[src/verilog/rv_isa_pkg.sv]
// RV32I encodings and base types
package rv_isa_pkg;

  // ====================
  // Widths and words
  // ====================
  localparam int XLEN = 32;  // RV32 only

  typedef logic [XLEN-1:0] word_t;      // Data or address
  typedef logic [31:0]     instr_t;     // Instruction word
  typedef logic [4:0]      reg_addr_t;  // x0..x31

  // Major opcodes, bits [6:0]
  typedef enum logic [6:0] {
    OP_OP     = 7'b0110011,
    OP_IMM    = 7'b0010011,
    OP_LOAD   = 7'b0000011,
    OP_STORE  = 7'b0100011,
    OP_BRANCH = 7'b1100011,
    OP_JAL    = 7'b1101111,
    OP_JALR   = 7'b1100111,
    OP_LUI    = 7'b0110111,
    OP_AUIPC  = 7'b0010111
  } opcode_e;

  // ====================
  // ALU and branches
  // ====================
  typedef enum logic [3:0] {
    ALU_ADD, ALU_SUB, ALU_SLL, ALU_SLT, ALU_SLTU, ALU_XOR,
    ALU_SRL, ALU_SRA, ALU_OR, ALU_AND,
    ALU_PASS_B  // LUI
  } alu_op_e;

  localparam logic [2:0] F3_BEQ  = 3'b000;
  localparam logic [2:0] F3_BNE  = 3'b001;
  localparam logic [2:0] F3_BLT  = 3'b100;
  localparam logic [2:0] F3_BGE  = 3'b101;
  localparam logic [2:0] F3_BLTU = 3'b110;
  localparam logic [2:0] F3_BGEU = 3'b111;

endpackage

[src/verilog/rv_pipe_pkg.sv]
// Pipeline payloads and selects
package rv_pipe_pkg;

  // Operand source in execute
  typedef enum logic [1:0] {
    FWD_REG   = 2'b00,  // ID/EX register value
    FWD_WB    = 2'b01,  // MEM/WB writeback data
    FWD_EXMEM = 2'b10   // EX/MEM ALU result
  } fwd_sel_e;

  typedef enum logic [1:0] {
    WB_ALU = 2'b00,
    WB_MEM = 2'b01,
    WB_PC4 = 2'b10  // Link value
  } wb_sel_e;

  // ====================
  // Stage registers
  // ====================
  typedef struct packed {
    logic                  valid;
    rv_isa_pkg::word_t     pc;
    rv_isa_pkg::word_t     rs1_val;
    rv_isa_pkg::word_t     rs2_val;
    rv_isa_pkg::reg_addr_t rs1;
    rv_isa_pkg::reg_addr_t rs2;
    rv_isa_pkg::reg_addr_t rd;
    rv_isa_pkg::word_t     imm;
    rv_isa_pkg::opcode_e   opcode;
    logic [2:0]            funct3;
    rv_isa_pkg::alu_op_e   alu_op;
    logic                  alu_src;  // Operand b from imm
    logic                  branch;
    logic                  jump;
    logic                  mem_read;
    logic                  mem_write;
    logic                  reg_write;
    wb_sel_e               wb_sel;
  } idex_t;

  typedef struct packed {
    logic                  valid;
    rv_isa_pkg::word_t     alu_result;
    rv_isa_pkg::word_t     store_data;
    rv_isa_pkg::word_t     pc_plus4;
    rv_isa_pkg::reg_addr_t rd;
    logic                  mem_read;
    logic                  mem_write;
    logic                  reg_write;
    wb_sel_e               wb_sel;
  } exmem_t;

  // One register write leaving MEM/WB
  typedef struct packed {
    logic                  valid;
    rv_isa_pkg::reg_addr_t rd;
    rv_isa_pkg::word_t     data;
  } retire_t;

endpackage

[src/verilog/hazard_if.sv]
// Hazard and forwarding signals
interface hazard_if;

  // From decode
  rv_isa_pkg::reg_addr_t id_rs1, id_rs2;
  logic                  id_use_rs1, id_use_rs2;  // Instruction reads the source
  // From execute
  rv_isa_pkg::reg_addr_t ex_rs1, ex_rs2, ex_rd;
  logic                  ex_mem_read;
  logic                  take_branch;
  // From memory
  rv_isa_pkg::reg_addr_t mem_rd, wb_rd;
  logic                  mem_reg_write, wb_reg_write;
  // From control
  logic                  stall, flush, bubble;
  rv_pipe_pkg::fwd_sel_e forward_a, forward_b;

  modport fetch (input stall, flush, take_branch);
  modport decode (output id_rs1, id_rs2, id_use_rs1, id_use_rs2, input bubble);
  modport execute (output ex_rs1, ex_rs2, ex_rd, ex_mem_read, take_branch,
                   input forward_a, forward_b);
  modport memory (output mem_rd, mem_reg_write, wb_rd, wb_reg_write);
  modport control (input id_rs1, id_rs2, id_use_rs1, id_use_rs2,
                   input ex_rs1, ex_rs2, ex_rd, ex_mem_read, take_branch,
                   input mem_rd, mem_reg_write, wb_rd, wb_reg_write,
                   output stall, flush, bubble, forward_a, forward_b);

endinterface

[src/verilog/pipeline_control.sv]
// Hazard detection and forwarding
module pipeline_control (
  hazard_if.control hz
);

  logic load_use;

  // Youngest writing producer wins
  function automatic rv_pipe_pkg::fwd_sel_e fwd_pick(
    input rv_isa_pkg::reg_addr_t rs,
    input rv_isa_pkg::reg_addr_t mem_rd,
    input logic                  mem_we,
    input rv_isa_pkg::reg_addr_t wb_rd,
    input logic                  wb_we
  );
    if (mem_we && mem_rd != '0 && mem_rd == rs) begin
      return rv_pipe_pkg::FWD_EXMEM;
    end else if (wb_we && wb_rd != '0 && wb_rd == rs) begin
      return rv_pipe_pkg::FWD_WB;
    end
    return rv_pipe_pkg::FWD_REG;
  endfunction

  // ====================
  // Load-use
  // ====================
  // Load in EX, its rd needed by the instruction in ID
  assign load_use = hz.ex_mem_read && (hz.ex_rd != '0) &&
                    ((hz.id_use_rs1 && hz.id_rs1 == hz.ex_rd) ||
                     (hz.id_use_rs2 && hz.id_rs2 == hz.ex_rd));

  assign hz.stall  = load_use;                     // Hold pc and IF/ID
  assign hz.flush  = hz.take_branch;               // Drop IF/ID
  assign hz.bubble = load_use | hz.take_branch;    // Empty ID/EX

  // ====================
  // Forward selects
  // ====================
  assign hz.forward_a = fwd_pick(hz.ex_rs1, hz.mem_rd, hz.mem_reg_write,
                                 hz.wb_rd, hz.wb_reg_write);
  assign hz.forward_b = fwd_pick(hz.ex_rs2, hz.mem_rd, hz.mem_reg_write,
                                 hz.wb_rd, hz.wb_reg_write);

endmodule

[src/flat_wrapper.sv]
// flat-port wrapper written by rule: the top's interface ports become plain ports
module pipeline_control_flat 
  (hz_id_rs1, hz_id_rs2, hz_id_use_rs1, hz_id_use_rs2, hz_ex_rs1, hz_ex_rs2, hz_ex_rd, hz_ex_mem_read, hz_take_branch, hz_mem_rd, hz_mem_reg_write, hz_wb_rd, hz_wb_reg_write, hz_stall, hz_flush, hz_bubble, hz_forward_a, hz_forward_b);
  hazard_if hz_i ();
  input wire logic [$bits(hz_i.id_rs1)-1:0] hz_id_rs1;
  input wire logic [$bits(hz_i.id_rs2)-1:0] hz_id_rs2;
  input wire logic [$bits(hz_i.id_use_rs1)-1:0] hz_id_use_rs1;
  input wire logic [$bits(hz_i.id_use_rs2)-1:0] hz_id_use_rs2;
  input wire logic [$bits(hz_i.ex_rs1)-1:0] hz_ex_rs1;
  input wire logic [$bits(hz_i.ex_rs2)-1:0] hz_ex_rs2;
  input wire logic [$bits(hz_i.ex_rd)-1:0] hz_ex_rd;
  input wire logic [$bits(hz_i.ex_mem_read)-1:0] hz_ex_mem_read;
  input wire logic [$bits(hz_i.take_branch)-1:0] hz_take_branch;
  input wire logic [$bits(hz_i.mem_rd)-1:0] hz_mem_rd;
  input wire logic [$bits(hz_i.mem_reg_write)-1:0] hz_mem_reg_write;
  input wire logic [$bits(hz_i.wb_rd)-1:0] hz_wb_rd;
  input wire logic [$bits(hz_i.wb_reg_write)-1:0] hz_wb_reg_write;
  output wire logic [$bits(hz_i.stall)-1:0] hz_stall;
  output wire logic [$bits(hz_i.flush)-1:0] hz_flush;
  output wire logic [$bits(hz_i.bubble)-1:0] hz_bubble;
  output wire logic [$bits(hz_i.forward_a)-1:0] hz_forward_a;
  output wire logic [$bits(hz_i.forward_b)-1:0] hz_forward_b;
  assign hz_i.id_rs1 = hz_id_rs1;
  assign hz_i.id_rs2 = hz_id_rs2;
  assign hz_i.id_use_rs1 = hz_id_use_rs1;
  assign hz_i.id_use_rs2 = hz_id_use_rs2;
  assign hz_i.ex_rs1 = hz_ex_rs1;
  assign hz_i.ex_rs2 = hz_ex_rs2;
  assign hz_i.ex_rd = hz_ex_rd;
  assign hz_i.ex_mem_read = hz_ex_mem_read;
  assign hz_i.take_branch = hz_take_branch;
  assign hz_i.mem_rd = hz_mem_rd;
  assign hz_i.mem_reg_write = hz_mem_reg_write;
  assign hz_i.wb_rd = hz_wb_rd;
  assign hz_i.wb_reg_write = hz_wb_reg_write;
  assign hz_stall = hz_i.stall;
  assign hz_flush = hz_i.flush;
  assign hz_bubble = hz_i.bubble;
  assign hz_forward_a = hz_i.forward_a;
  assign hz_forward_b = hz_i.forward_b;
  pipeline_control u_core (.hz(hz_i));
endmodule
[config.mk]
export PLATFORM = sky130hd
export DESIGN_NAME = pipeline_control_flat
export DESIGN_NICKNAME = d
export VERILOG_FILES = /design/src/verilog/rv_isa_pkg.sv /design/src/verilog/rv_pipe_pkg.sv /design/src/verilog/hazard_if.sv /design/src/verilog/pipeline_control.sv /design/src/flat_wrapper.sv
export SDC_FILE = /design/constraint.sdc
export NUM_CORES = 1
export LEC_CHECK = 0
export ABC_AREA = 1
export BUFFER_PORTS_ARGS = -buffer_cell sky130_fd_sc_hd__buf_2
export CAP_MARGIN = 10
export CORE_MARGIN = 1
export CORE_UTILIZATION = 36
export DETAILED_ROUTE_END_ITERATION = 16
export PLACE_DENSITY_LB_ADDON = 0.1
export SYNTH_ARGS = -nofsm -noshare
export SYNTH_HDL_FRONTEND = slang
export SYNTH_SLANG_ARGS = --single-unit
export TNS_END_PERCENT = 1
[constraint.sdc]
create_clock -name vclk -period 0.8
set_clock_uncertainty 0.05 [all_clocks]
set_input_delay 0.08 -clock vclk [all_inputs]
set_output_delay 0.08 -clock vclk [all_outputs]
set_load 0.01 [all_outputs]
==> impl_metrics.env <==
export IMPL_status="finished, violations left"
export IMPL_violations="negative setup slack"
export IMPL_dieArea_mm2=0.00166
export IMPL_placed_cell_area_um2=792
export IMPL_post_drt_wl_per_cell_um=9.17
export IMPL_regArea_um2=0
export IMPL_grt_overflow_total=0
export IMPL_cp_end_kind="output port"
export IMPL_nNetsFinal=198
export IMPL_diodes=0
export IMPL_start_util_pct=40.0
export IMPL_grt_pass1_vias=562
export IMPL_vias=749
export IMPL_m1WireLength_um=711
export IMPL_ys_types=11
export IMPL_cp_arrival_ps=820
export IMPL_ios=48
export IMPL_p_leak_nw=0.570
export IMPL_fin_util_pct=69.2
export IMPL_die_x_um=40.8
export IMPL_maxSlewViolCount=0
export IMPL_setup_viol=6
export IMPL_cp_slowest_stage_delay_ps=170
export IMPL_firstDrtPassIters=2
export IMPL_crit_path_frequent_cell="buf_2"
export IMPL_drc=0
export IMPL_final_common_cell="nand2_1"
export IMPL_seq_cells=0
export IMPL_min_path_cells=2
export IMPL_fp_dieH_um=40.8
export IMPL_layout_setup_ws_ps=-155
export IMPL_fin_crit_ps=955
export IMPL_synthCells=108
export IMPL_wl_um=1560
export IMPL_antenna_found_initial=0
export IMPL_gp_congestion=0.777
export IMPL_multi_input_area_um2=528
export IMPL_power_density_mw_per_mm2=501
export IMPL_coreArea_mm2=0.00135
export IMPL_cap_viol_max_count=0
export IMPL_cp_start_kind="primary input"
export IMPL_finalCritPeriodShare_pct=119
export IMPL_postCtsSetupRepairBufs=0
export IMPL_final_area_um2=935
export IMPL_portBuffers=48
export IMPL_grt_max_degree=6
export IMPL_slew_headroom_pct=88.2
export IMPL_path_cells="buf_2 > xnor2_1 > nand3_1 > nor3_2 > nor2_1 > buf_2"
export IMPL_ant_nets=0
export IMPL_clock_buffers=0
export IMPL_maxUsedRoutingLayer="met3"
export IMPL_drt_iter0_markers=3
export IMPL_setup_worst_path_class="in -> out"
export IMPL_critPathSlowestCell="xnor2_1"
export IMPL_dr_wl_met3_um=79
export IMPL_syn_nets=149
export IMPL_vias_per_cell=4.41
export IMPL_drive_above_1_share_pct=43.2
export IMPL_final_cell_mix="37 x nand2_1, 35 x buf_2, 17 x nor2_1"
export IMPL_synthesis_area_um2=541
export IMPL_rows=13
export IMPL_syn_avg_cell_area_um2=5.00
export IMPL_fmax_ghz=1.05
export IMPL_grtUsageTotal_pct=18.0
export IMPL_hold_violations=0
export IMPL_grt_pass1_wl_um=2040
export IMPL_cp_max_fo=3
export IMPL_yosysWarnings=0
export IMPL_holdBufCountCts=0
export IMPL_wl_met2_um=768
export IMPL_rsz0062_at_grt="yes"
export IMPL_critPathRequiredTime_ps=670
export IMPL_peakVddDrop_mv=0.302
export IMPL_n_fill_cell=130
export IMPL_max_slew_worst_pin_slew_ps=177
export IMPL_yosysSeqAreaShare_pct=0
export IMPL_hpwlAfterDp_um=1330
export IMPL_min_path_type="in -> out"
export IMPL_synthToLayoutAreaGrowth_pct=72.9
-- critical path, delay by kind of cell --
family | cells | cell delay, ps
xor+xnor | 1 | 170
buf+inv | 2 | 260
simple gates | 3 | 310
-- cell families after synthesis --
kind of cell / synth area share, %
xor+xnor: 32.4
simple gates: 53.7
buf+inv: 13.9
-- power breakdown --
part | leakage (nW) | switching, mW | total [mW] | internal [mW]
sequential | 0 | 0 | 0 | 0
combinational | 0.570 | 0.215 | 0.468 | 0.254
clock | 0 | 0 | 0 | 0
-- layer usage --
| layer | track usage [%] | vias to the layer above |
|---|---|---|
| li1 | - | 411 |
| met1 | 22.8 | 313 |
| met2 | 35.3 | 25 |
| met3 | 0 | 0 |
| met4 | 0 | 0 |
| met5 | 0 | - |
-- worst paths after layout --
check / from / to / slack [ps]
min: hz_take_branch / hz_flush / 310
max: hz_mem_rd[0] / hz_forward_a[0] / -150
-- cells in the mapped netlist, drive strengths merged --
library cell  number  area [um2]
nand2             40         153
nor2              19        71.3
inv               18        67.6
xnor2             16         140
nand3              5        25.0
xor2               4        35.0
nand3b             2        15.0
nor3               2        20.0
buf                1        7.51
nand4              1        6.26
-- through the flow --
| stage | worst slack, ps | hold WS (ps) | setup TNS, ps | power, mW | cells |
|---|---|---|---|---|---|
| floorplan | 29.3 | 202 | 0 | 0.205 | 108 |
| global placement | -173 | 309 | -833 | 0.375 | 170 |
| detailed placement | -183 | 309 | -935 | 0.383 | 170 |
| CTS | -157 | 309 | -848 | 0.424 | 170 |
| global route | -244 | 310 | -1310 | 0.518 | 170 |
| finish | -155 | 311 | -810 | 0.468 | 170 |
-- area by class of cell --
cell class / instances / share of cell area (%)
Inverter: 18 / 7.50
Timing Repair Buffer: 48 / 34.0
Tap cell: 15 / 2.01
Multi-Input combinational cell: 89 / 56.5
-- what timing repair did --
item                                    in CTS  in global routing
endpoints found under the setup margin       6                  6
resized for setup                           19                 17
pin swaps                                   14                 13
Power figures use the tool's default switching activity.
