==> src/verilog/rv_isa_pkg.sv <==
// RV32I encodings and base types
package rv_isa_pkg;

  // ====================
  // Widths and words
  // ====================
  localparam int XLEN = 32;  // RV32 only

  typedef logic [XLEN-1:0] word_t;      // Data or address
  typedef logic [31:0]     instr_t;     // Instruction word
  typedef logic [4:0]      reg_addr_t;  // x0..x31

  // Major opcodes, bits [6:0]
  typedef enum logic [6:0] {
    OP_OP     = 7'b0110011,
    OP_IMM    = 7'b0010011,
    OP_LOAD   = 7'b0000011,
    OP_STORE  = 7'b0100011,
    OP_BRANCH = 7'b1100011,
    OP_JAL    = 7'b1101111,
    OP_JALR   = 7'b1100111,
    OP_LUI    = 7'b0110111,
    OP_AUIPC  = 7'b0010111
  } opcode_e;

  // ====================
  // ALU and branches
  // ====================
  typedef enum logic [3:0] {
    ALU_ADD, ALU_SUB, ALU_SLL, ALU_SLT, ALU_SLTU, ALU_XOR,
    ALU_SRL, ALU_SRA, ALU_OR, ALU_AND,
    ALU_PASS_B  // LUI
  } alu_op_e;

  localparam logic [2:0] F3_BEQ  = 3'b000;
  localparam logic [2:0] F3_BNE  = 3'b001;
  localparam logic [2:0] F3_BLT  = 3'b100;
  localparam logic [2:0] F3_BGE  = 3'b101;
  localparam logic [2:0] F3_BLTU = 3'b110;
  localparam logic [2:0] F3_BGEU = 3'b111;

endpackage

==> src/verilog/rv_pipe_pkg.sv <==
// Pipeline payloads and selects
package rv_pipe_pkg;

  // Operand source in execute
  typedef enum logic [1:0] {
    FWD_REG   = 2'b00,  // ID/EX register value
    FWD_WB    = 2'b01,  // MEM/WB writeback data
    FWD_EXMEM = 2'b10   // EX/MEM ALU result
  } fwd_sel_e;

  typedef enum logic [1:0] {
    WB_ALU = 2'b00,
    WB_MEM = 2'b01,
    WB_PC4 = 2'b10  // Link value
  } wb_sel_e;

  // ====================
  // Stage registers
  // ====================
  typedef struct packed {
    logic                  valid;
    rv_isa_pkg::word_t     pc;
    rv_isa_pkg::word_t     rs1_val;
    rv_isa_pkg::word_t     rs2_val;
    rv_isa_pkg::reg_addr_t rs1;
    rv_isa_pkg::reg_addr_t rs2;
    rv_isa_pkg::reg_addr_t rd;
    rv_isa_pkg::word_t     imm;
    rv_isa_pkg::opcode_e   opcode;
    logic [2:0]            funct3;
    rv_isa_pkg::alu_op_e   alu_op;
    logic                  alu_src;  // Operand b from imm
    logic                  branch;
    logic                  jump;
    logic                  mem_read;
    logic                  mem_write;
    logic                  reg_write;
    wb_sel_e               wb_sel;
  } idex_t;

  typedef struct packed {
    logic                  valid;
    rv_isa_pkg::word_t     alu_result;
    rv_isa_pkg::word_t     store_data;
    rv_isa_pkg::word_t     pc_plus4;
    rv_isa_pkg::reg_addr_t rd;
    logic                  mem_read;
    logic                  mem_write;
    logic                  reg_write;
    wb_sel_e               wb_sel;
  } exmem_t;

  // One register write leaving MEM/WB
  typedef struct packed {
    logic                  valid;
    rv_isa_pkg::reg_addr_t rd;
    rv_isa_pkg::word_t     data;
  } retire_t;

endpackage

==> src/verilog/hazard_if.sv <==
// Hazard and forwarding signals
interface hazard_if;

  // From decode
  rv_isa_pkg::reg_addr_t id_rs1, id_rs2;
  logic                  id_use_rs1, id_use_rs2;  // Instruction reads the source
  // From execute
  rv_isa_pkg::reg_addr_t ex_rs1, ex_rs2, ex_rd;
  logic                  ex_mem_read;
  logic                  take_branch;
  // From memory
  rv_isa_pkg::reg_addr_t mem_rd, wb_rd;
  logic                  mem_reg_write, wb_reg_write;
  // From control
  logic                  stall, flush, bubble;
  rv_pipe_pkg::fwd_sel_e forward_a, forward_b;

  modport fetch (input stall, flush, take_branch);
  modport decode (output id_rs1, id_rs2, id_use_rs1, id_use_rs2, input bubble);
  modport execute (output ex_rs1, ex_rs2, ex_rd, ex_mem_read, take_branch,
                   input forward_a, forward_b);
  modport memory (output mem_rd, mem_reg_write, wb_rd, wb_reg_write);
  modport control (input id_rs1, id_rs2, id_use_rs1, id_use_rs2,
                   input ex_rs1, ex_rs2, ex_rd, ex_mem_read, take_branch,
                   input mem_rd, mem_reg_write, wb_rd, wb_reg_write,
                   output stall, flush, bubble, forward_a, forward_b);

endinterface

==> src/verilog/execute_stage.sv <==
// Execute with forwarding and branch resolve
module execute_stage (
  input  logic                 clk,
  input  logic                 reset_n,
  input  rv_pipe_pkg::idex_t   idex,
  input  rv_isa_pkg::word_t    exmem_fwd,
  input  rv_pipe_pkg::retire_t wb,
  hazard_if.execute            hz,
  output rv_isa_pkg::word_t    redirect_target,
  output rv_pipe_pkg::exmem_t  exmem
);

  rv_isa_pkg::word_t rs1_fwd, rs2_fwd;  // Forwarded register values
  rv_isa_pkg::word_t op_a, op_b, alu_y;
  logic              cond;              // Branch compare holds

  function automatic rv_isa_pkg::word_t fwd_mux(input rv_pipe_pkg::fwd_sel_e sel,
                                                input rv_isa_pkg::word_t reg_val,
                                                input rv_isa_pkg::word_t mem_val,
                                                input rv_isa_pkg::word_t wb_val);
    case (sel)
      rv_pipe_pkg::FWD_EXMEM: return mem_val;
      rv_pipe_pkg::FWD_WB:    return wb_val;
      default:                return reg_val;
    endcase
  endfunction

  assign hz.ex_rs1      = idex.rs1;
  assign hz.ex_rs2      = idex.rs2;
  assign hz.ex_rd       = idex.rd;
  assign hz.ex_mem_read = idex.valid & idex.mem_read;

  // ====================
  // Operands and ALU
  // ====================
  assign rs1_fwd = fwd_mux(hz.forward_a, idex.rs1_val, exmem_fwd, wb.data);
  assign rs2_fwd = fwd_mux(hz.forward_b, idex.rs2_val, exmem_fwd, wb.data);
  assign op_a    = (idex.opcode == rv_isa_pkg::OP_AUIPC) ? idex.pc : rs1_fwd;
  assign op_b    = idex.alu_src ? idex.imm : rs2_fwd;

  always_comb begin
    case (idex.alu_op)
      rv_isa_pkg::ALU_ADD:    alu_y = op_a + op_b;
      rv_isa_pkg::ALU_SUB:    alu_y = op_a - op_b;
      rv_isa_pkg::ALU_SLL:    alu_y = op_a << op_b[4:0];
      rv_isa_pkg::ALU_SLT:    alu_y = {31'b0, $signed(op_a) < $signed(op_b)};
      rv_isa_pkg::ALU_SLTU:   alu_y = {31'b0, op_a < op_b};
      rv_isa_pkg::ALU_XOR:    alu_y = op_a ^ op_b;
      rv_isa_pkg::ALU_SRL:    alu_y = op_a >> op_b[4:0];
      rv_isa_pkg::ALU_SRA:    alu_y = $signed(op_a) >>> op_b[4:0];
      rv_isa_pkg::ALU_OR:     alu_y = op_a | op_b;
      rv_isa_pkg::ALU_AND:    alu_y = op_a & op_b;
      rv_isa_pkg::ALU_PASS_B: alu_y = op_b;  // LUI
      default:                alu_y = '0;
    endcase
  end

  // ====================
  // Branch resolve
  // ====================
  always_comb begin
    case (idex.funct3)
      rv_isa_pkg::F3_BEQ:  cond = (rs1_fwd == rs2_fwd);
      rv_isa_pkg::F3_BNE:  cond = (rs1_fwd != rs2_fwd);
      rv_isa_pkg::F3_BLT:  cond = ($signed(rs1_fwd) < $signed(rs2_fwd));
      rv_isa_pkg::F3_BGE:  cond = ($signed(rs1_fwd) >= $signed(rs2_fwd));
      rv_isa_pkg::F3_BLTU: cond = (rs1_fwd < rs2_fwd);
      rv_isa_pkg::F3_BGEU: cond = (rs1_fwd >= rs2_fwd);
      default:             cond = 1'b0;
    endcase
  end

  assign hz.take_branch = idex.valid & (idex.jump | (idex.branch & cond));
  assign redirect_target = (idex.opcode == rv_isa_pkg::OP_JALR) ?
                           ((rs1_fwd + idex.imm) & ~32'd1) :  // JALR clears bit 0
                           (idex.pc + idex.imm);

  // EX/MEM register
  always_ff @(posedge clk or negedge reset_n) begin
    if (!reset_n) begin
      exmem <= '0;
    end else begin
      exmem.valid      <= idex.valid;
      exmem.alu_result <= alu_y;
      exmem.store_data <= rs2_fwd;
      exmem.pc_plus4   <= idex.pc + 32'd4;
      exmem.rd         <= idex.rd;
      exmem.mem_read   <= idex.mem_read;
      exmem.mem_write  <= idex.mem_write;
      exmem.reg_write  <= idex.reg_write;
      exmem.wb_sel     <= idex.wb_sel;
    end
  end

endmodule

==> src/flat_wrapper.sv <==
// flat-port wrapper written by rule: the top's interface ports become plain ports
module execute_stage_flat 
  (clk, reset_n, idex, exmem_fwd, wb, redirect_target, exmem, hz_ex_rs1, hz_ex_rs2, hz_ex_rd, hz_ex_mem_read, hz_take_branch, hz_forward_a, hz_forward_b);
  hazard_if hz_i ();
  input  logic clk;
  input  logic reset_n;
  input  rv_pipe_pkg::idex_t idex;
  input  rv_isa_pkg::word_t exmem_fwd;
  input  rv_pipe_pkg::retire_t wb;
  output rv_isa_pkg::word_t redirect_target;
  output rv_pipe_pkg::exmem_t exmem;
  output wire logic [$bits(hz_i.ex_rs1)-1:0] hz_ex_rs1;
  output wire logic [$bits(hz_i.ex_rs2)-1:0] hz_ex_rs2;
  output wire logic [$bits(hz_i.ex_rd)-1:0] hz_ex_rd;
  output wire logic [$bits(hz_i.ex_mem_read)-1:0] hz_ex_mem_read;
  output wire logic [$bits(hz_i.take_branch)-1:0] hz_take_branch;
  input wire logic [$bits(hz_i.forward_a)-1:0] hz_forward_a;
  input wire logic [$bits(hz_i.forward_b)-1:0] hz_forward_b;
  assign hz_ex_rs1 = hz_i.ex_rs1;
  assign hz_ex_rs2 = hz_i.ex_rs2;
  assign hz_ex_rd = hz_i.ex_rd;
  assign hz_ex_mem_read = hz_i.ex_mem_read;
  assign hz_take_branch = hz_i.take_branch;
  assign hz_i.forward_a = hz_forward_a;
  assign hz_i.forward_b = hz_forward_b;
  execute_stage u_core (.clk(clk), .reset_n(reset_n), .idex(idex), .exmem_fwd(exmem_fwd), .wb(wb), .hz(hz_i), .redirect_target(redirect_target), .exmem(exmem));
endmodule
==> config.mk <==
export PLATFORM = sky130hd
export DESIGN_NAME = execute_stage_flat
export DESIGN_NICKNAME = d
export VERILOG_FILES = /design/src/verilog/rv_isa_pkg.sv /design/src/verilog/rv_pipe_pkg.sv /design/src/verilog/hazard_if.sv /design/src/verilog/execute_stage.sv /design/src/flat_wrapper.sv
export SDC_FILE = /design/constraint.sdc
export NUM_CORES = 1
export LEC_CHECK = 0
export BUFFER_PORTS_ARGS = -buffer_cell sky130_fd_sc_hd__buf_2
export CORE_MARGIN = 8
export CORE_UTILIZATION = 57
export DETAILED_ROUTE_END_ITERATION = 6
export PLACE_DENSITY = 0.83
export SYNTH_ARGS = -nofsm -noshare
export SYNTH_HDL_FRONTEND = slang
export SYNTH_SLANG_ARGS = --single-unit
==> constraint.sdc <==
create_clock -name clk -period 4.7 [get_ports clk]
set_input_delay 0.235 -clock clk [delete_from_list [all_inputs] [get_ports clk]]
set_output_delay 0.235 -clock clk [all_outputs]
set_load 0.005 [all_outputs]
==> flow_metrics.py <==
metrics = {
    "yosys": {
        "synthArstFlopShare_pct": 100.0,
        "synth-main-ff-cell": "dfrtp_1",
        "ys_top_cells_by_count": "nand2_1 (222), ha_1 (195), nor2_1 (194), o21ai_0 (194), a21oi_1 (181)",
        "avgSynthCellArea_sq_um": 7.635,
        "syn_nets": 2839,
        "yosys_warnings": 0,
        "ys_seq_area_share_pct": 14.63,
        "yosysMostFrequentCell": "nand2_1",
        "syn_area_sq_mm": 0.01831,
        "synth_area_leaders": "dfrtp_1 (15%), ha_1 (13%), o21ai_0 (5.3%), mux4_2 (5.3%), a21oi_1 (4.9%)",
        "ys_types": 89,
        "post_synth_xor_area_fraction_pct": 3.971,
        "synthMuxAreaShare_pct": 12.05,
        "synth_edf_count": 0,
        "synth_top_family_by_area": "compound AO/OA/AOI/OAI gates",
        "yosysTopAreaCellShare_pct": 14.63,
        "synth_compound_area_share_pct": 31.34,
        "synth-simple-area-share_pct": 16.69,
        "synth-seq-cells": 107,
        "synth_top_area_cell": "dfrtp_1",
        "synth_adder_area_share_pct": 13.76,
        "netlist_instances": 2398,
    },
    "global_routing": {
        "grt_start_max_net_pins": 67,
        "grt_pass1_wl_microns": 130100,
        "grt_pass1_vias": 21770,
        "overflow": 0,
        "antenna_found_initial": 4,
        "grt_usage_pct": 43.46,
    },
    "layout": {
        "top_regs": "u_core.exmem (107)",
        "fin_nets": 3276,
        "drive_above_1_share_pct": 24.79,
        "syn_to_final_growth_pct": 20.33,
        "largest-register": "u_core.exmem",
        "largest_reg_flops": 107,
        "fin_cells": 3246,
    },
    "setup_path": {
        "required_ns": 4.47,
        "worst_ep_arrival_time_ns": 4.33,
        "start_kind": "input port",
        "crit_type": "in2out",
        "end_kind": "primary output",
        "startpoint": "hz_forward_b[0]",
        "crit_fanout": 14,
    },
    "drt": {
        "first_iter_violations": 3457,
        "wl_met1_microns": 31840,
        "dr_wl_met2_microns": 37230,
        "wl_met3_microns": 12290,
        "wl_microns": 86600,
        "drc": 62,
        "dr_total_vias": 22630,
        "highest_layer": "met4",
        "wl_per_cell_microns": 26.68,
        "dr.pass1.iters": 7,
        "ant_nets": 0,
        "vias_per_cell": 6.970,
    },
    "pwr": {
        "p_leak_uw": 0.01069,
        "p_seq_share_pct": 18.2,
        "clockPowerShare_pct": 14.4,
        "switching_share_pct": 49.27,
        "p_per_area_mw_per_mm2": 270.1,
        "power.internal_uw": 3019,
        "combinationalPowerShare_pct": 67.5,
        "ir_worst_vdd_mv": 0.2087,
        "power_switching_uw": 2932,
    },
    "timing": {
        "finalHoldViolCount": 0,
        "rsz0062_at_grt": "false",
        "slew_viol_final": 0,
        "period_share_pct": 97.22,
        "max_clock_freq_ghz": 0.2188,
        "fin_crit_ns": 4.569,
        "fin_setup_tns_ns": 0,
        "worst_pin_slew_ns": 1.233,
        "maxSlewHeadroom_pct": 17.46,
        "finalSetupViolations": 0,
        "fin_ws_ns": 0.1306,
    },
    "min_path": {
        "hold-path-endpoint": "u_core.exmem[37]",
        "hold_class": "in2reg",
        "holdPathStages": 2,
        "holdCritStartpoint": "idex[160]",
    },
    "placement": {
        "dp.cells": 3212,
        "numPortBuffers": 371,
        "globalplace.congestion": 1.082,
        "dp_slack_ns": 0.01087,
        "dp_hpwl_microns": 69110,
    },
    "cts": {
        "path_clk_slew_ns": 0.09,
        "htreeDepth": 3,
        "clkSinkCount": 107,
        "cts_root_buf": "clkbuf_16",
        "numCtsBuffers": 9,
        "cts_tree": "done",
        "cts.path.max_buffers": 2,
    },
    "floorplanning": {
        "io_pins": 398,
        "die_area_sq_mm": 0.03811,
        "start_util_pct": 58.02,
        "core_sq_mm": 0.03156,
        "die_x_microns": 195.2,
        "dieHeight_microns": 195.2,
        "fp-row-count": 65,
    },
    "outcome": {
        "violations": "DRC",
        "outcome": "finished with violations",
    },
    "flow_run": {
        "maxCapViolCount": 0,
    },
}
what timing repair did:
action / in CTS / in global routing
endpoints found under the setup margin: 0 / 5
setup buffers: 0 / 0
hold buffers: 14 / 0
hold endpoints to repair: 63 / 0
gates resized for setup: 0 / 6
critical path, cell delays in order:
cell	delay [ns]
buf_2	0.09
inv_1	0.04
ha_1	0.38
inv_1	0.15
buf_4	0.19
buf_4	0.19
o21ai_0	0.41
ha_1	0.34
a21o_1	0.19
a21o_1	0.17
a21o_1	0.17
a21o_1	0.17
a21oi_1	0.20
nor2b_1	0.07
a311oi_1	0.54
mux2i_1	0.16
and3_1	0.21
o31ai_1	0.25
buf_2	0.17
cell type report:
cell class | instances | area [sq um]
Multi-Input combinational cell | 1968 | 14290
Fill cell | 2703 | 9527
Timing Repair Buffer | 595 | 3664
Sequential cell | 107 | 2678
Inverter | 154 | 580.6
Tap cell | 402 | 503.0
Clock buffer | 9 | 225.2
Clock inverter | 7 | 76.32
Antenna cell | 4 | 10.01
stage by stage:
step                      hold WS (ns)  utilization (%)  area (sq um)  total power [uW]
after global routing           0.09690            69.81         22030              6223
final                          0.09963            69.81         22030              5951
after CTS                      0.08465            69.75         22010              5780
after floorplan               -0.06059                -         18320              3388
after detailed placement        0.3020            68.35         21570              4913
after global placement          0.2903            68.35         21570              4853
power by group through the flow:
stage	Combinational (uW)	Clock, uW	Sequential [uW]
floorplan	2270	0	1120
global route	4250	880	1090
detailed placement	3820	0	1100
CTS	3850	848	1080
finish	4020	855	1080
global placement	3760	0	1100
cells by family after synthesis:
family / Yosys count
AOI/OAI and AO/OA: 862
and+or+nand+nor: 664
buffers and inverters: 323
adders and majority gates: 199
muxes: 160
DFF: 107
xor gates and xnor gates: 83
how the worst max path moves through the flow:
stage	to
2_1_floorplan	u_core.exmem[102]
6_report	hz_take_branch
3_3_place_gp	u_core.exmem[101]
5_1_grt	redirect_target[31]
3_5_place_dp	u_core.exmem[101]
4_1_cts	redirect_target[31]
layer usage:
layer  GRT usage, %  up-vias
li1               -     9829
met4          22.40        0
met5              0        -
met1          54.69    10480
met3          12.33      371
met2          67.18     1951
cells in the final DEF, fill, tap and decap left out, drive strengths merged, types with 41 or more instances in the layout:
master	instances
ha	195
nand2	222
a21oi	181
buf	581
mux2i	95
nor3	41
xnor2	53
nor2	195
a21o	56
dfrtp	107
a221o	48
o21ai	220
nand3	60
mux4	43
inv	158
No activity file was read; power rests on OpenSTA's default activity.
