## src/verilog/rv_isa_pkg.sv

```systemverilog
// RV32I encodings and base types
package rv_isa_pkg;

  // ====================
  // Widths and words
  // ====================
  localparam int XLEN = 32;  // RV32 only

  typedef logic [XLEN-1:0] word_t;      // Data or address
  typedef logic [31:0]     instr_t;     // Instruction word
  typedef logic [4:0]      reg_addr_t;  // x0..x31

  // Major opcodes, bits [6:0]
  typedef enum logic [6:0] {
    OP_OP     = 7'b0110011,
    OP_IMM    = 7'b0010011,
    OP_LOAD   = 7'b0000011,
    OP_STORE  = 7'b0100011,
    OP_BRANCH = 7'b1100011,
    OP_JAL    = 7'b1101111,
    OP_JALR   = 7'b1100111,
    OP_LUI    = 7'b0110111,
    OP_AUIPC  = 7'b0010111
  } opcode_e;

  // ====================
  // ALU and branches
  // ====================
  typedef enum logic [3:0] {
    ALU_ADD, ALU_SUB, ALU_SLL, ALU_SLT, ALU_SLTU, ALU_XOR,
    ALU_SRL, ALU_SRA, ALU_OR, ALU_AND,
    ALU_PASS_B  // LUI
  } alu_op_e;

  localparam logic [2:0] F3_BEQ  = 3'b000;
  localparam logic [2:0] F3_BNE  = 3'b001;
  localparam logic [2:0] F3_BLT  = 3'b100;
  localparam logic [2:0] F3_BGE  = 3'b101;
  localparam logic [2:0] F3_BLTU = 3'b110;
  localparam logic [2:0] F3_BGEU = 3'b111;

endpackage

```

## src/verilog/rv_pipe_pkg.sv

```systemverilog
// Pipeline payloads and selects
package rv_pipe_pkg;

  // Operand source in execute
  typedef enum logic [1:0] {
    FWD_REG   = 2'b00,  // ID/EX register value
    FWD_WB    = 2'b01,  // MEM/WB writeback data
    FWD_EXMEM = 2'b10   // EX/MEM ALU result
  } fwd_sel_e;

  typedef enum logic [1:0] {
    WB_ALU = 2'b00,
    WB_MEM = 2'b01,
    WB_PC4 = 2'b10  // Link value
  } wb_sel_e;

  // ====================
  // Stage registers
  // ====================
  typedef struct packed {
    logic                  valid;
    rv_isa_pkg::word_t     pc;
    rv_isa_pkg::word_t     rs1_val;
    rv_isa_pkg::word_t     rs2_val;
    rv_isa_pkg::reg_addr_t rs1;
    rv_isa_pkg::reg_addr_t rs2;
    rv_isa_pkg::reg_addr_t rd;
    rv_isa_pkg::word_t     imm;
    rv_isa_pkg::opcode_e   opcode;
    logic [2:0]            funct3;
    rv_isa_pkg::alu_op_e   alu_op;
    logic                  alu_src;  // Operand b from imm
    logic                  branch;
    logic                  jump;
    logic                  mem_read;
    logic                  mem_write;
    logic                  reg_write;
    wb_sel_e               wb_sel;
  } idex_t;

  typedef struct packed {
    logic                  valid;
    rv_isa_pkg::word_t     alu_result;
    rv_isa_pkg::word_t     store_data;
    rv_isa_pkg::word_t     pc_plus4;
    rv_isa_pkg::reg_addr_t rd;
    logic                  mem_read;
    logic                  mem_write;
    logic                  reg_write;
    wb_sel_e               wb_sel;
  } exmem_t;

  // One register write leaving MEM/WB
  typedef struct packed {
    logic                  valid;
    rv_isa_pkg::reg_addr_t rd;
    rv_isa_pkg::word_t     data;
  } retire_t;

endpackage

```

## src/verilog/hazard_if.sv

```systemverilog
// Hazard and forwarding signals
interface hazard_if;

  // From decode
  rv_isa_pkg::reg_addr_t id_rs1, id_rs2;
  logic                  id_use_rs1, id_use_rs2;  // Instruction reads the source
  // From execute
  rv_isa_pkg::reg_addr_t ex_rs1, ex_rs2, ex_rd;
  logic                  ex_mem_read;
  logic                  take_branch;
  // From memory
  rv_isa_pkg::reg_addr_t mem_rd, wb_rd;
  logic                  mem_reg_write, wb_reg_write;
  // From control
  logic                  stall, flush, bubble;
  rv_pipe_pkg::fwd_sel_e forward_a, forward_b;

  modport fetch (input stall, flush, take_branch);
  modport decode (output id_rs1, id_rs2, id_use_rs1, id_use_rs2, input bubble);
  modport execute (output ex_rs1, ex_rs2, ex_rd, ex_mem_read, take_branch,
                   input forward_a, forward_b);
  modport memory (output mem_rd, mem_reg_write, wb_rd, wb_reg_write);
  modport control (input id_rs1, id_rs2, id_use_rs1, id_use_rs2,
                   input ex_rs1, ex_rs2, ex_rd, ex_mem_read, take_branch,
                   input mem_rd, mem_reg_write, wb_rd, wb_reg_write,
                   output stall, flush, bubble, forward_a, forward_b);

endinterface

```

## src/verilog/decode_stage.sv

```systemverilog
// Instruction decode and register file
module decode_stage (
  input  logic                 clk,
  input  logic                 reset_n,
  input  rv_isa_pkg::word_t    ifid_pc,
  input  rv_isa_pkg::instr_t   ifid_instr,
  input  logic                 ifid_valid,
  input  rv_pipe_pkg::retire_t wb,
  hazard_if.decode             hz,
  output rv_pipe_pkg::idex_t   idex
);

  rv_isa_pkg::word_t     regs [32];
  rv_isa_pkg::opcode_e   opcode;
  rv_isa_pkg::reg_addr_t rs1, rs2;
  logic [2:0]            funct3;
  rv_isa_pkg::word_t     imm_i, imm_s, imm_b, imm_u, imm_j;
  logic                  live;  // Real instruction entering ID/EX
  rv_pipe_pkg::idex_t    d;

  // funct3 plus the alternate bit (sub, sra)
  function automatic rv_isa_pkg::alu_op_e alu_decode(input logic [2:0] f3, input logic alt);
    case (f3)
      3'b000:  return alt ? rv_isa_pkg::ALU_SUB : rv_isa_pkg::ALU_ADD;
      3'b001:  return rv_isa_pkg::ALU_SLL;
      3'b010:  return rv_isa_pkg::ALU_SLT;
      3'b011:  return rv_isa_pkg::ALU_SLTU;
      3'b100:  return rv_isa_pkg::ALU_XOR;
      3'b101:  return alt ? rv_isa_pkg::ALU_SRA : rv_isa_pkg::ALU_SRL;
      3'b110:  return rv_isa_pkg::ALU_OR;
      default: return rv_isa_pkg::ALU_AND;
    endcase
  endfunction

  // x0 reads zero, same-cycle writeback bypasses the array
  function automatic rv_isa_pkg::word_t rf_read(input rv_isa_pkg::reg_addr_t a,
                                                input rv_isa_pkg::word_t stored,
                                                input rv_pipe_pkg::retire_t w);
    if (a == '0)                return '0;
    else if (w.valid && w.rd == a) return w.data;
    return stored;
  endfunction

  // ====================
  // Fields
  // ====================
  assign opcode = rv_isa_pkg::opcode_e'(ifid_instr[6:0]);
  assign rs1    = ifid_instr[19:15];
  assign rs2    = ifid_instr[24:20];
  assign funct3 = ifid_instr[14:12];
  assign imm_i  = {{20{ifid_instr[31]}}, ifid_instr[31:20]};
  assign imm_s  = {{20{ifid_instr[31]}}, ifid_instr[31:25], ifid_instr[11:7]};
  assign imm_b  = {{19{ifid_instr[31]}}, ifid_instr[31], ifid_instr[7],
                   ifid_instr[30:25], ifid_instr[11:8], 1'b0};
  assign imm_u  = {ifid_instr[31:12], 12'b0};
  assign imm_j  = {{11{ifid_instr[31]}}, ifid_instr[31], ifid_instr[19:12],
                   ifid_instr[20], ifid_instr[30:21], 1'b0};
  assign live   = ifid_valid & ~hz.bubble;

  assign hz.id_rs1 = rs1;
  assign hz.id_rs2 = rs2;

  // Register file, written from MEM/WB
  always_ff @(posedge clk) begin
    if (wb.valid) regs[wb.rd] <= wb.data;
  end

  // ====================
  // Control decode
  // ====================
  always_comb begin
    d         = '0;
    d.valid   = live;
    d.pc      = ifid_pc;
    d.rs1_val = rf_read(rs1, regs[rs1], wb);
    d.rs2_val = rf_read(rs2, regs[rs2], wb);
    d.rs1     = rs1;
    d.rs2     = rs2;
    d.rd      = ifid_instr[11:7];
    d.opcode  = opcode;
    d.funct3  = funct3;
    d.alu_op  = rv_isa_pkg::ALU_ADD;
    d.alu_src = 1'b1;
    d.imm     = imm_i;
    d.wb_sel  = rv_pipe_pkg::WB_ALU;
    hz.id_use_rs1 = 1'b0;
    hz.id_use_rs2 = 1'b0;
    case (opcode)
      rv_isa_pkg::OP_OP: begin
        d.alu_op = alu_decode(funct3, ifid_instr[30]);
        d.alu_src = 1'b0;
        d.reg_write = live;
        hz.id_use_rs1 = 1'b1;
        hz.id_use_rs2 = 1'b1;
      end
      rv_isa_pkg::OP_IMM: begin
        d.alu_op = alu_decode(funct3, ifid_instr[30] && funct3 == 3'b101);  // srai only
        d.reg_write = live;
        hz.id_use_rs1 = 1'b1;
      end
      rv_isa_pkg::OP_LOAD: begin
        d.mem_read = live;
        d.reg_write = live;
        d.wb_sel = rv_pipe_pkg::WB_MEM;
        hz.id_use_rs1 = 1'b1;
      end
      rv_isa_pkg::OP_STORE: begin
        d.mem_write = live;
        d.imm = imm_s;
        hz.id_use_rs1 = 1'b1;
        hz.id_use_rs2 = 1'b1;
      end
      rv_isa_pkg::OP_BRANCH: begin
        d.branch = live;
        d.alu_src = 1'b0;
        d.imm = imm_b;
        hz.id_use_rs1 = 1'b1;
        hz.id_use_rs2 = 1'b1;
      end
      rv_isa_pkg::OP_JAL, rv_isa_pkg::OP_JALR: begin
        d.jump = live;
        d.reg_write = live;
        d.wb_sel = rv_pipe_pkg::WB_PC4;  // Link
        d.imm = (opcode == rv_isa_pkg::OP_JAL) ? imm_j : imm_i;
        hz.id_use_rs1 = (opcode == rv_isa_pkg::OP_JALR);
      end
      rv_isa_pkg::OP_LUI: begin
        d.alu_op = rv_isa_pkg::ALU_PASS_B;
        d.imm = imm_u;
        d.reg_write = live;
      end
      rv_isa_pkg::OP_AUIPC: begin
        d.imm = imm_u;  // pc + imm in execute
        d.reg_write = live;
      end
      default: ;  // Unknown opcode, no side effects
    endcase
  end

  // ID/EX register
  always_ff @(posedge clk or negedge reset_n) begin
    if (!reset_n) idex <= '0;
    else          idex <= d;
  end

endmodule

```

## src/flat_wrapper.sv

```systemverilog
// flat-port wrapper written by rule: the top's interface ports become plain ports
module decode_stage_flat 
  (clk, reset_n, ifid_pc, ifid_instr, ifid_valid, wb, idex, hz_id_rs1, hz_id_rs2, hz_id_use_rs1, hz_id_use_rs2, hz_bubble);
  hazard_if hz_i ();
  input  logic clk;
  input  logic reset_n;
  input  rv_isa_pkg::word_t ifid_pc;
  input  rv_isa_pkg::instr_t ifid_instr;
  input  logic ifid_valid;
  input  rv_pipe_pkg::retire_t wb;
  output rv_pipe_pkg::idex_t idex;
  output wire logic [$bits(hz_i.id_rs1)-1:0] hz_id_rs1;
  output wire logic [$bits(hz_i.id_rs2)-1:0] hz_id_rs2;
  output wire logic [$bits(hz_i.id_use_rs1)-1:0] hz_id_use_rs1;
  output wire logic [$bits(hz_i.id_use_rs2)-1:0] hz_id_use_rs2;
  input wire logic [$bits(hz_i.bubble)-1:0] hz_bubble;
  assign hz_id_rs1 = hz_i.id_rs1;
  assign hz_id_rs2 = hz_i.id_rs2;
  assign hz_id_use_rs1 = hz_i.id_use_rs1;
  assign hz_id_use_rs2 = hz_i.id_use_rs2;
  assign hz_i.bubble = hz_bubble;
  decode_stage u_core (.clk(clk), .reset_n(reset_n), .ifid_pc(ifid_pc), .ifid_instr(ifid_instr), .ifid_valid(ifid_valid), .wb(wb), .hz(hz_i), .idex(idex));
endmodule
```

## config.mk

```make
export PLATFORM = sky130hd
export DESIGN_NAME = decode_stage_flat
export DESIGN_NICKNAME = d
export VERILOG_FILES = /design/src/verilog/rv_isa_pkg.sv /design/src/verilog/rv_pipe_pkg.sv /design/src/verilog/hazard_if.sv /design/src/verilog/decode_stage.sv /design/src/flat_wrapper.sv
export SDC_FILE = /design/constraint.sdc
export NUM_CORES = 1
export LEC_CHECK = 0
export BUFFER_PORTS_ARGS = -buffer_cell sky130_fd_sc_hd__buf_4
export CORE_ASPECT_RATIO = 1.5
export CORE_MARGIN = 4
export CORE_UTILIZATION = 40
export CTS_CLUSTER_DIAMETER = 50
export DETAILED_ROUTE_END_ITERATION = 10
export GPL_ROUTABILITY_DRIVEN = 0
export PLACE_DENSITY = 0.57
export SLEW_MARGIN = 20
export SYNTH_ARGS = -nofsm -noshare
export SYNTH_HDL_FRONTEND = slang
export SYNTH_SLANG_ARGS = --single-unit
```

## constraint.sdc

```tcl
create_clock -name clk -period 2.4 [get_ports clk]
set_input_delay 0.36 -clock clk [delete_from_list [all_inputs] [get_ports clk]]
set_output_delay 0.36 -clock clk [all_outputs]
set_load 0.01 [all_outputs]
```

==> impl_metrics.py, run 1 <==
metrics = {
    "run_status": {
        "status": "finished clean",
    },
    "logic_synthesis": {
        "syn_nets": 2752,
        "seq_area_frac_synth": 0.665,
        "synth_cell_types": 58,
        "yosys-top-cells-count": "1024 x edfxtp_1, 514 x mux4_2, 166 x dfrtp_1, 123 x a22oi_1, 79 x mux2i_1",
        "avgSynthCellArea_um2": 19.8,
        "synth_warnings": 0,
        "synthCells": 2646,
        "yosysTopAreaCellShare": 0.586,
        "synth_edf_count": 1024,
        "netlist_area_um2": 52400,
        "ys_ff_latch": 1190,
        "yosys-top-cells-area": "edfxtp_1 59%, mux4_2 22%, dfrtp_1 7.9%, a22oi_1 1.8%, mux2i_1 1.5%",
        "ys_async_sr_fraction": 0.139,
        "synth_top_flop_cell": "edfxtp_1",
        "yosys.area.top_type": "edfxtp_1",
        "synthMostInstantiatedCell": "edfxtp_1",
    },
    "worst_setup_path": {
        "cp_top_family": "buffers and inverters",
        "end_kind": "flip-flop",
        "crit_fanout": 22,
        "slowest_stage": "dlygate4sd3_1",
        "reg2reg_from": "u_core.regs[11][15]",
        "rrSetupSlack_ps": 550,
        "path_buf_inv": 5,
        "cp_slowest_stage_delay_ps": 570,
        "critPathKind": "in2reg",
        "crit_chain": "dlygate4sd3_1, buf_8, buf_12, nor3_1, a21o_2, buf_12, buf_12, a211oi_1, a22o_1",
        "start_kind": "input port",
        "reg2regPathDepth": 5,
        "worstPathArrival_ps": 3000,
        "cp.required_ps": 3100,
        "r2r-end": "u_core.idex[84]",
        "crit_top_cell": "buf_12",
    },
    "cells_and_area": {
        "fin_area_um2": 64400,
        "final_nets": 3302,
        "drive_gt1_frac": 0.403,
        "syn_to_final_growth_pct": 22.8,
    },
    "timing": {
        "fmax_mhz": 434,
        "setup_viol": 0,
        "hold_violations": 0,
        "slew_violations": 0,
        "worstMarginPinSlew_ps": 1140,
        "relSlewSlack": 0.235,
        "period_share": 0.960,
        "min_period_ps": 2300,
        "rsz0062_at_grt": "no",
        "worst_hold_slack_ps": 35.3,
        "fin_skew_ps": 45.2,
    },
    "run": {
        "drv_cap": 0,
    },
    "global_route": {
        "antenna_found_initial": 11,
        "grt_pass1_wl_mm": 258,
        "grt_pass1_vias": 33660,
        "overflow": 0,
        "grt_max_degree": 68,
        "grt_use_total": 0.265,
    },
    "min_path": {
        "hold_end": "u_core.idex[59]",
        "holdPathStages": 2,
        "hold_path_class": "in2reg",
        "worstHoldStart": "ifid_instr[20]",
    },
    "routing": {
        "routed_wl_mm": 184,
        "vias": 31891,
        "first_pass_iters": 5,
        "final_antenna_net_count": 0,
        "drtIter0Drc": 3675,
        "wl_per_cell_um": 36.5,
        "drc": 0,
        "vias_per_cell": 6.35,
    },
    "pwr": {
        "p_comb_frac": 0.099,
        "p_leak_nw": 22.0,
        "irDropWorstVdd_v": 0.000646,
        "seqPwrFrac": 0.491,
        "power_density_nw_per_um2": 735,
        "p_sw_mw": 11.2,
        "p_sw_frac": 0.237,
        "pwr-share-clk": 0.409,
        "internal-power_mw": 36.1,
    },
    "placement": {
        "port_buffers": 283,
        "placed_area_um2": 59400,
        "hpwl_mm": 116,
    },
    "floorplan": {
        "die_x_um": 304,
        "io-pin-count": 284,
        "initial_core_util": 0.403,
        "design.die.area_um2": 137000,
        "fp.dieH_um": 451,
        "core_area_um2": 130000,
        "rows": 162,
    },
    "clock_network": {
        "clk_path_buf_depth": 3,
        "insertion_delay_ps": 750,
        "cts_tree": "yes",
        "htree_levels": 3,
        "cts_made_buffers": 120,
        "clock-sinks": 1190,
        "post_cts_buffers": 0,
        "cts.clk_slew.worst_paths_ps": 60,
        "cts-root-buf": "clkbuf_16",
    },
}
## what timing repair did
action	4_1_cts	5_1_grt
setup endpoints to repair	0	2
hold endpoints to repair	597	0
gates resized for setup	0	1
hold buffers	84	0
## worst register-to-register path, delay by kind of cell, from the launching register on
| kind | cells | cell delay (ps) |
|---|---|---|
| AND/OR/NAND/NOR | 1 | 170 |
| flip-flops | 1 | 380 |
| AO/OA/AOI/OAI | 3 | 730 |
| multiplexers | 1 | 480 |
## state kept, by name, summed over array words and instances (netlist names)
register and count:
u_core.regs 1024, u_core.idex 166
## layer usage
| layer | wire length, µm | global-route usage | share of wire | up-vias |
|---|---|---|---|---|
| li1 | - | - | - | 12422 |
| met1 | 66400 | 0.332 | 0.36 | 17052 |
| met2 | 93000 | 0.458 | 0.51 | 1981 |
| met3 | 15400 | 0.0455 | 0.084 | 430 |
| met4 | 8750 | 0.114 | 0.048 | 6 |
| met5 | 41 | 0 | 0.00022 | - |
## worst max path at each step
stage / end / slack (ps) / cells after the start / from
after floorplan: u_core.regs[5][0] / -430 / 3 / wb[35]
after global placement: u_core.idex[117] / -110 / 9 / ifid_instr[16]
after detailed placement: u_core.idex[84] / -160 / 8 / ifid_instr[20]
after CTS: hz_id_use_rs2 / 70 / 6 / ifid_instr[0]
after global routing: hz_id_use_rs2 / 6 / 6 / ifid_instr[1]
final: u_core.idex[127] / 100 / 9 / ifid_instr[15]
## stage by stage
stage | setup TNS [ps] | power [mW] | std cells | util | worst slack, ps
6_report | 0 | 47.3 | 5026 | 0.495 | 95.0
5_1_grt | 0 | 48.8 | 5023 | 0.495 | 5.53
2_1_floorplan | -158570 | 25.8 | 2646 | - | -429
4_1_cts | 0 | 47.7 | 5022 | 0.495 | 66.2
3_5_place_dp | -449 | 28.3 | 4712 | 0.457 | -162
3_3_place_gp | -968 | 28.2 | 4712 | 0.457 | -114
## power by group through the flow
stage	Combinational [mW]	Clock (mW)	Sequential [mW]
2_1_floorplan	2.18	0	23.6
3_3_place_gp	4.53	0	23.7
3_5_place_dp	4.59	0	23.7
4_1_cts	4.73	19.7	23.2
5_1_grt	4.94	20.6	23.3
6_report	4.70	19.4	23.2
## logic make-up after synthesis
group	after synthesis	share of synthesized area
mux	597	0.237
simple gates	258	0.0235
xor+xnor	10	0.00167
flops	1190	0.665
buf+inv	245	0.0247
compound gates	346	0.0480
## final cells by class
type	instances	area, µm²
multi-input combinational	1211	16600
tap	1722	2150
antenna	4	10.0
clock inverter	62	676
clock buffer	164	3420
timing repair buffer	643	6540
fill	10542	65700
sequential	1190	34900
inverter	30	113
## cells in the final DEF, fill, tap and decap left out, types with 16 or more instances in the layout
cell type	netlist	final
a21o_1	20	19
edfxtp_1	1024	1024
clkinv_2	0	19
a32oi_1	29	29
a22o_1	30	30
o21ai_0	16	16
inv_1	17	16
clkbuf_1	74	20
nor2b_1	18	16
mux2i_1	79	79
mux4_2	514	514
nand2_1	69	69
o22ai_1	29	29
clkbuf_16	0	123
nand3_1	50	49
a211oi_1	29	29
buf_4	38	436
buf_12	0	117
nor2_1	63	26
dfrtp_1	166	166
dlygate4sd3_1	0	84
o21ai_1	28	28
clkbuf_8	0	20
nor3_1	16	16
a22oi_1	123	123
clkinv_1	11	19
nor2_4	0	36
Note: power is estimated with default switching activity, not from simulation.
==> run 2, diff against run 1 <==
--- a/config.mk
+++ b/config.mk
@@ -8,11 +8,11 @@
 export BUFFER_PORTS_ARGS = -buffer_cell sky130_fd_sc_hd__buf_4
 export CORE_ASPECT_RATIO = 1.5
 export CORE_MARGIN = 4
-export CORE_UTILIZATION = 40
+export CORE_UTILIZATION = 48
 export CTS_CLUSTER_DIAMETER = 50
 export DETAILED_ROUTE_END_ITERATION = 10
 export GPL_ROUTABILITY_DRIVEN = 0
-export PLACE_DENSITY = 0.57
+export PLACE_DENSITY = 0.66
 export SLEW_MARGIN = 20
 export SYNTH_ARGS = -nofsm -noshare
 export SYNTH_HDL_FRONTEND = slang
==> impl_metrics.py, run 2 (same netlist as run 1, synthesis figures left out) <==
metrics = {
    "run_status": {
        "status": "finished clean",
    },
    "timing": {
        "period_share": 0.956,
        "fin_skew_ps": 26.8,
        "fmax_mhz": 436,
        "hold_violations": 0,
        "relSlewSlack": 0.296,
        "setup_viol": 0,
        "rsz0062_at_grt": "no",
        "worstMarginPinSlew_ps": 1050,
        "min_period_ps": 2290,
        "slew_violations": 0,
    },
    "pwr": {
        "irDropWorstVdd_v": 0.00113,
        "finalPower_mw": 47.3,
        "power_density_nw_per_um2": 743,
        "p_leak_nw": 21.9,
    },
    "worst_setup_path": {
        "cp_top_family": "buffers and inverters",
        "slowest_stage": "dlygate4sd3_1",
        "crit_chain": "buf_8, dlygate4sd3_1, buf_12, buf_12, mux4_2, nand2_1, o2111ai_1, nand2_1, o21ai_0, buf_4",
        "critPathKind": "in2reg",
        "start_kind": "input port",
        "cp.required_ps": 3020,
        "cp_slowest_stage_delay_ps": 630,
        "worstPathArrival_ps": 2920,
        "path_buf_inv": 5,
        "end_kind": "flip-flop",
        "crit_fanout": 14,
    },
    "cells_and_area": {
        "final_nets": 3274,
        "fin_area_um2": 63700,
        "drive_gt1_frac": 0.402,
        "syn_to_final_growth_pct": 21.4,
        "mostFrequentLayoutCell": "edfxtp_1",
        "num-fill-cells": 7811,
        "largest_reg_flops": 1024,
        "layout_common_cells": "1024 x edfxtp_1, 514 x mux4_2, 433 x buf_4",
        "multiInputGateArea_um2": 16600,
        "largestRegisters": "u_core.regs x1024, u_core.idex x166",
        "register_area_um2": 34900,
        "top_register": "u_core.regs",
    },
    "clock_network": {
        "clk_path_buf_depth": 3,
        "htree_levels": 3,
        "clock-sinks": 1190,
        "cts_tree": "yes",
        "post_cts_buffers": 0,
        "cts-root-buf": "clkbuf_16",
        "cts_made_buffers": 116,
        "insertion_delay_ps": 750,
        "cts.clk_slew.worst_paths_ps": 60,
    },
    "routing": {
        "vias": 31901,
        "drc": 0,
        "routed_wl_mm": 171,
        "final_antenna_net_count": 0,
        "drtIter0Drc": 4201,
        "first_pass_iters": 5,
        "wl_per_cell_um": 36.3,
        "vias_per_cell": 6.79,
    },
    "min_path": {
        "hold_path_class": "in2reg",
    },
    "floorplan": {
        "io-pin-count": 284,
        "initial_core_util": 0.483,
        "design.die.area_um2": 115000,
        "core_area_um2": 109000,
        "die_x_um": 278,
        "fp.dieH_um": 413,
        "rows": 148,
    },
    "placement": {
        "placed_area_um2": 58800,
        "port_buffers": 283,
        "hpwl_mm": 109,
    },
    "global_route": {
        "grt_pass1_wl_mm": 241,
        "overflow": 0,
        "antenna_found_initial": 6,
        "grt_max_degree": 60,
        "grt_pass1_vias": 33252,
        "grt_use_total": 0.295,
    },
    "run": {
        "drv_cap": 0,
    },
}
## run 2: per-layer routing
layer | global-route usage | part of all wire
met4 | 0.140 | 0.056
met5 | 0 | 0.000076
met2 | 0.502 | 0.50
met3 | 0.0617 | 0.10
met1 | 0.363 | 0.34
## run 2: layout make-up
cell class / instances / area share
Antenna cell: 1 / 0.0000393
Clock buffer: 152 / 0.0518
Clock inverter: 68 / 0.0132
Inverter: 30 / 0.00177
Multi-Input combinational cell: 1211 / 0.260
Sequential cell: 1190 / 0.548
Tap cell: 1425 / 0.0280
Timing Repair Buffer: 619 / 0.0970
## run 2: path summary, 6_finish.rpt
path,from,end,slack (ps),cells past startpoint
max,ifid_instr[20],u_core.idex[95],110,10
max reg2reg,u_core.regs[17][26],u_core.idex[95],430,6
min,wb[5],u_core.regs[4][5],40,1
max in group asynchronous,reset_n,u_core.idex[65],1410,3
min in group asynchronous,reset_n,u_core.idex[148],140,2
min reg2reg,u_core.regs[30][15],u_core.idex[116],860,4
## run 2: timing repair
action / 4_1_cts / 5_1_grt
endpoints found under the hold margin: 446 / 0
gates resized for setup: 0 / 1
endpoints found under the setup margin: 0 / 1
hold buffers: 76 / 0
## run 2: per-stage QoR
step,hold WS [ps],utilization,TNS [ps],worst slack [ps],std cells
detailed placement,331,0.542,-714,-224,4399
global placement,328,0.542,-712,-201,4399
floorplan,64.4,-,-158570,-429,2646
CTS,1.11,0.587,0,33.2,4695
global route,28.8,0.587,0,35.3,4695
finish,39.3,0.587,0,105,4696
## run 2: worst register-to-register path, cell delays in order (launching register included)
cell and delay, ps:
edfxtp_1 400, mux4_2 480, mux2i_1 190, o2111ai_1 220, nand2_1 110, o21ai_0 240, buf_4 240
## run 2: power breakdown
part	total (mW)	switching [mW]	internal [mW]
Sequential	23.2	0.289	22.9
Clock	19.5	8.18	11.4
Combinational	4.59	2.50	2.08
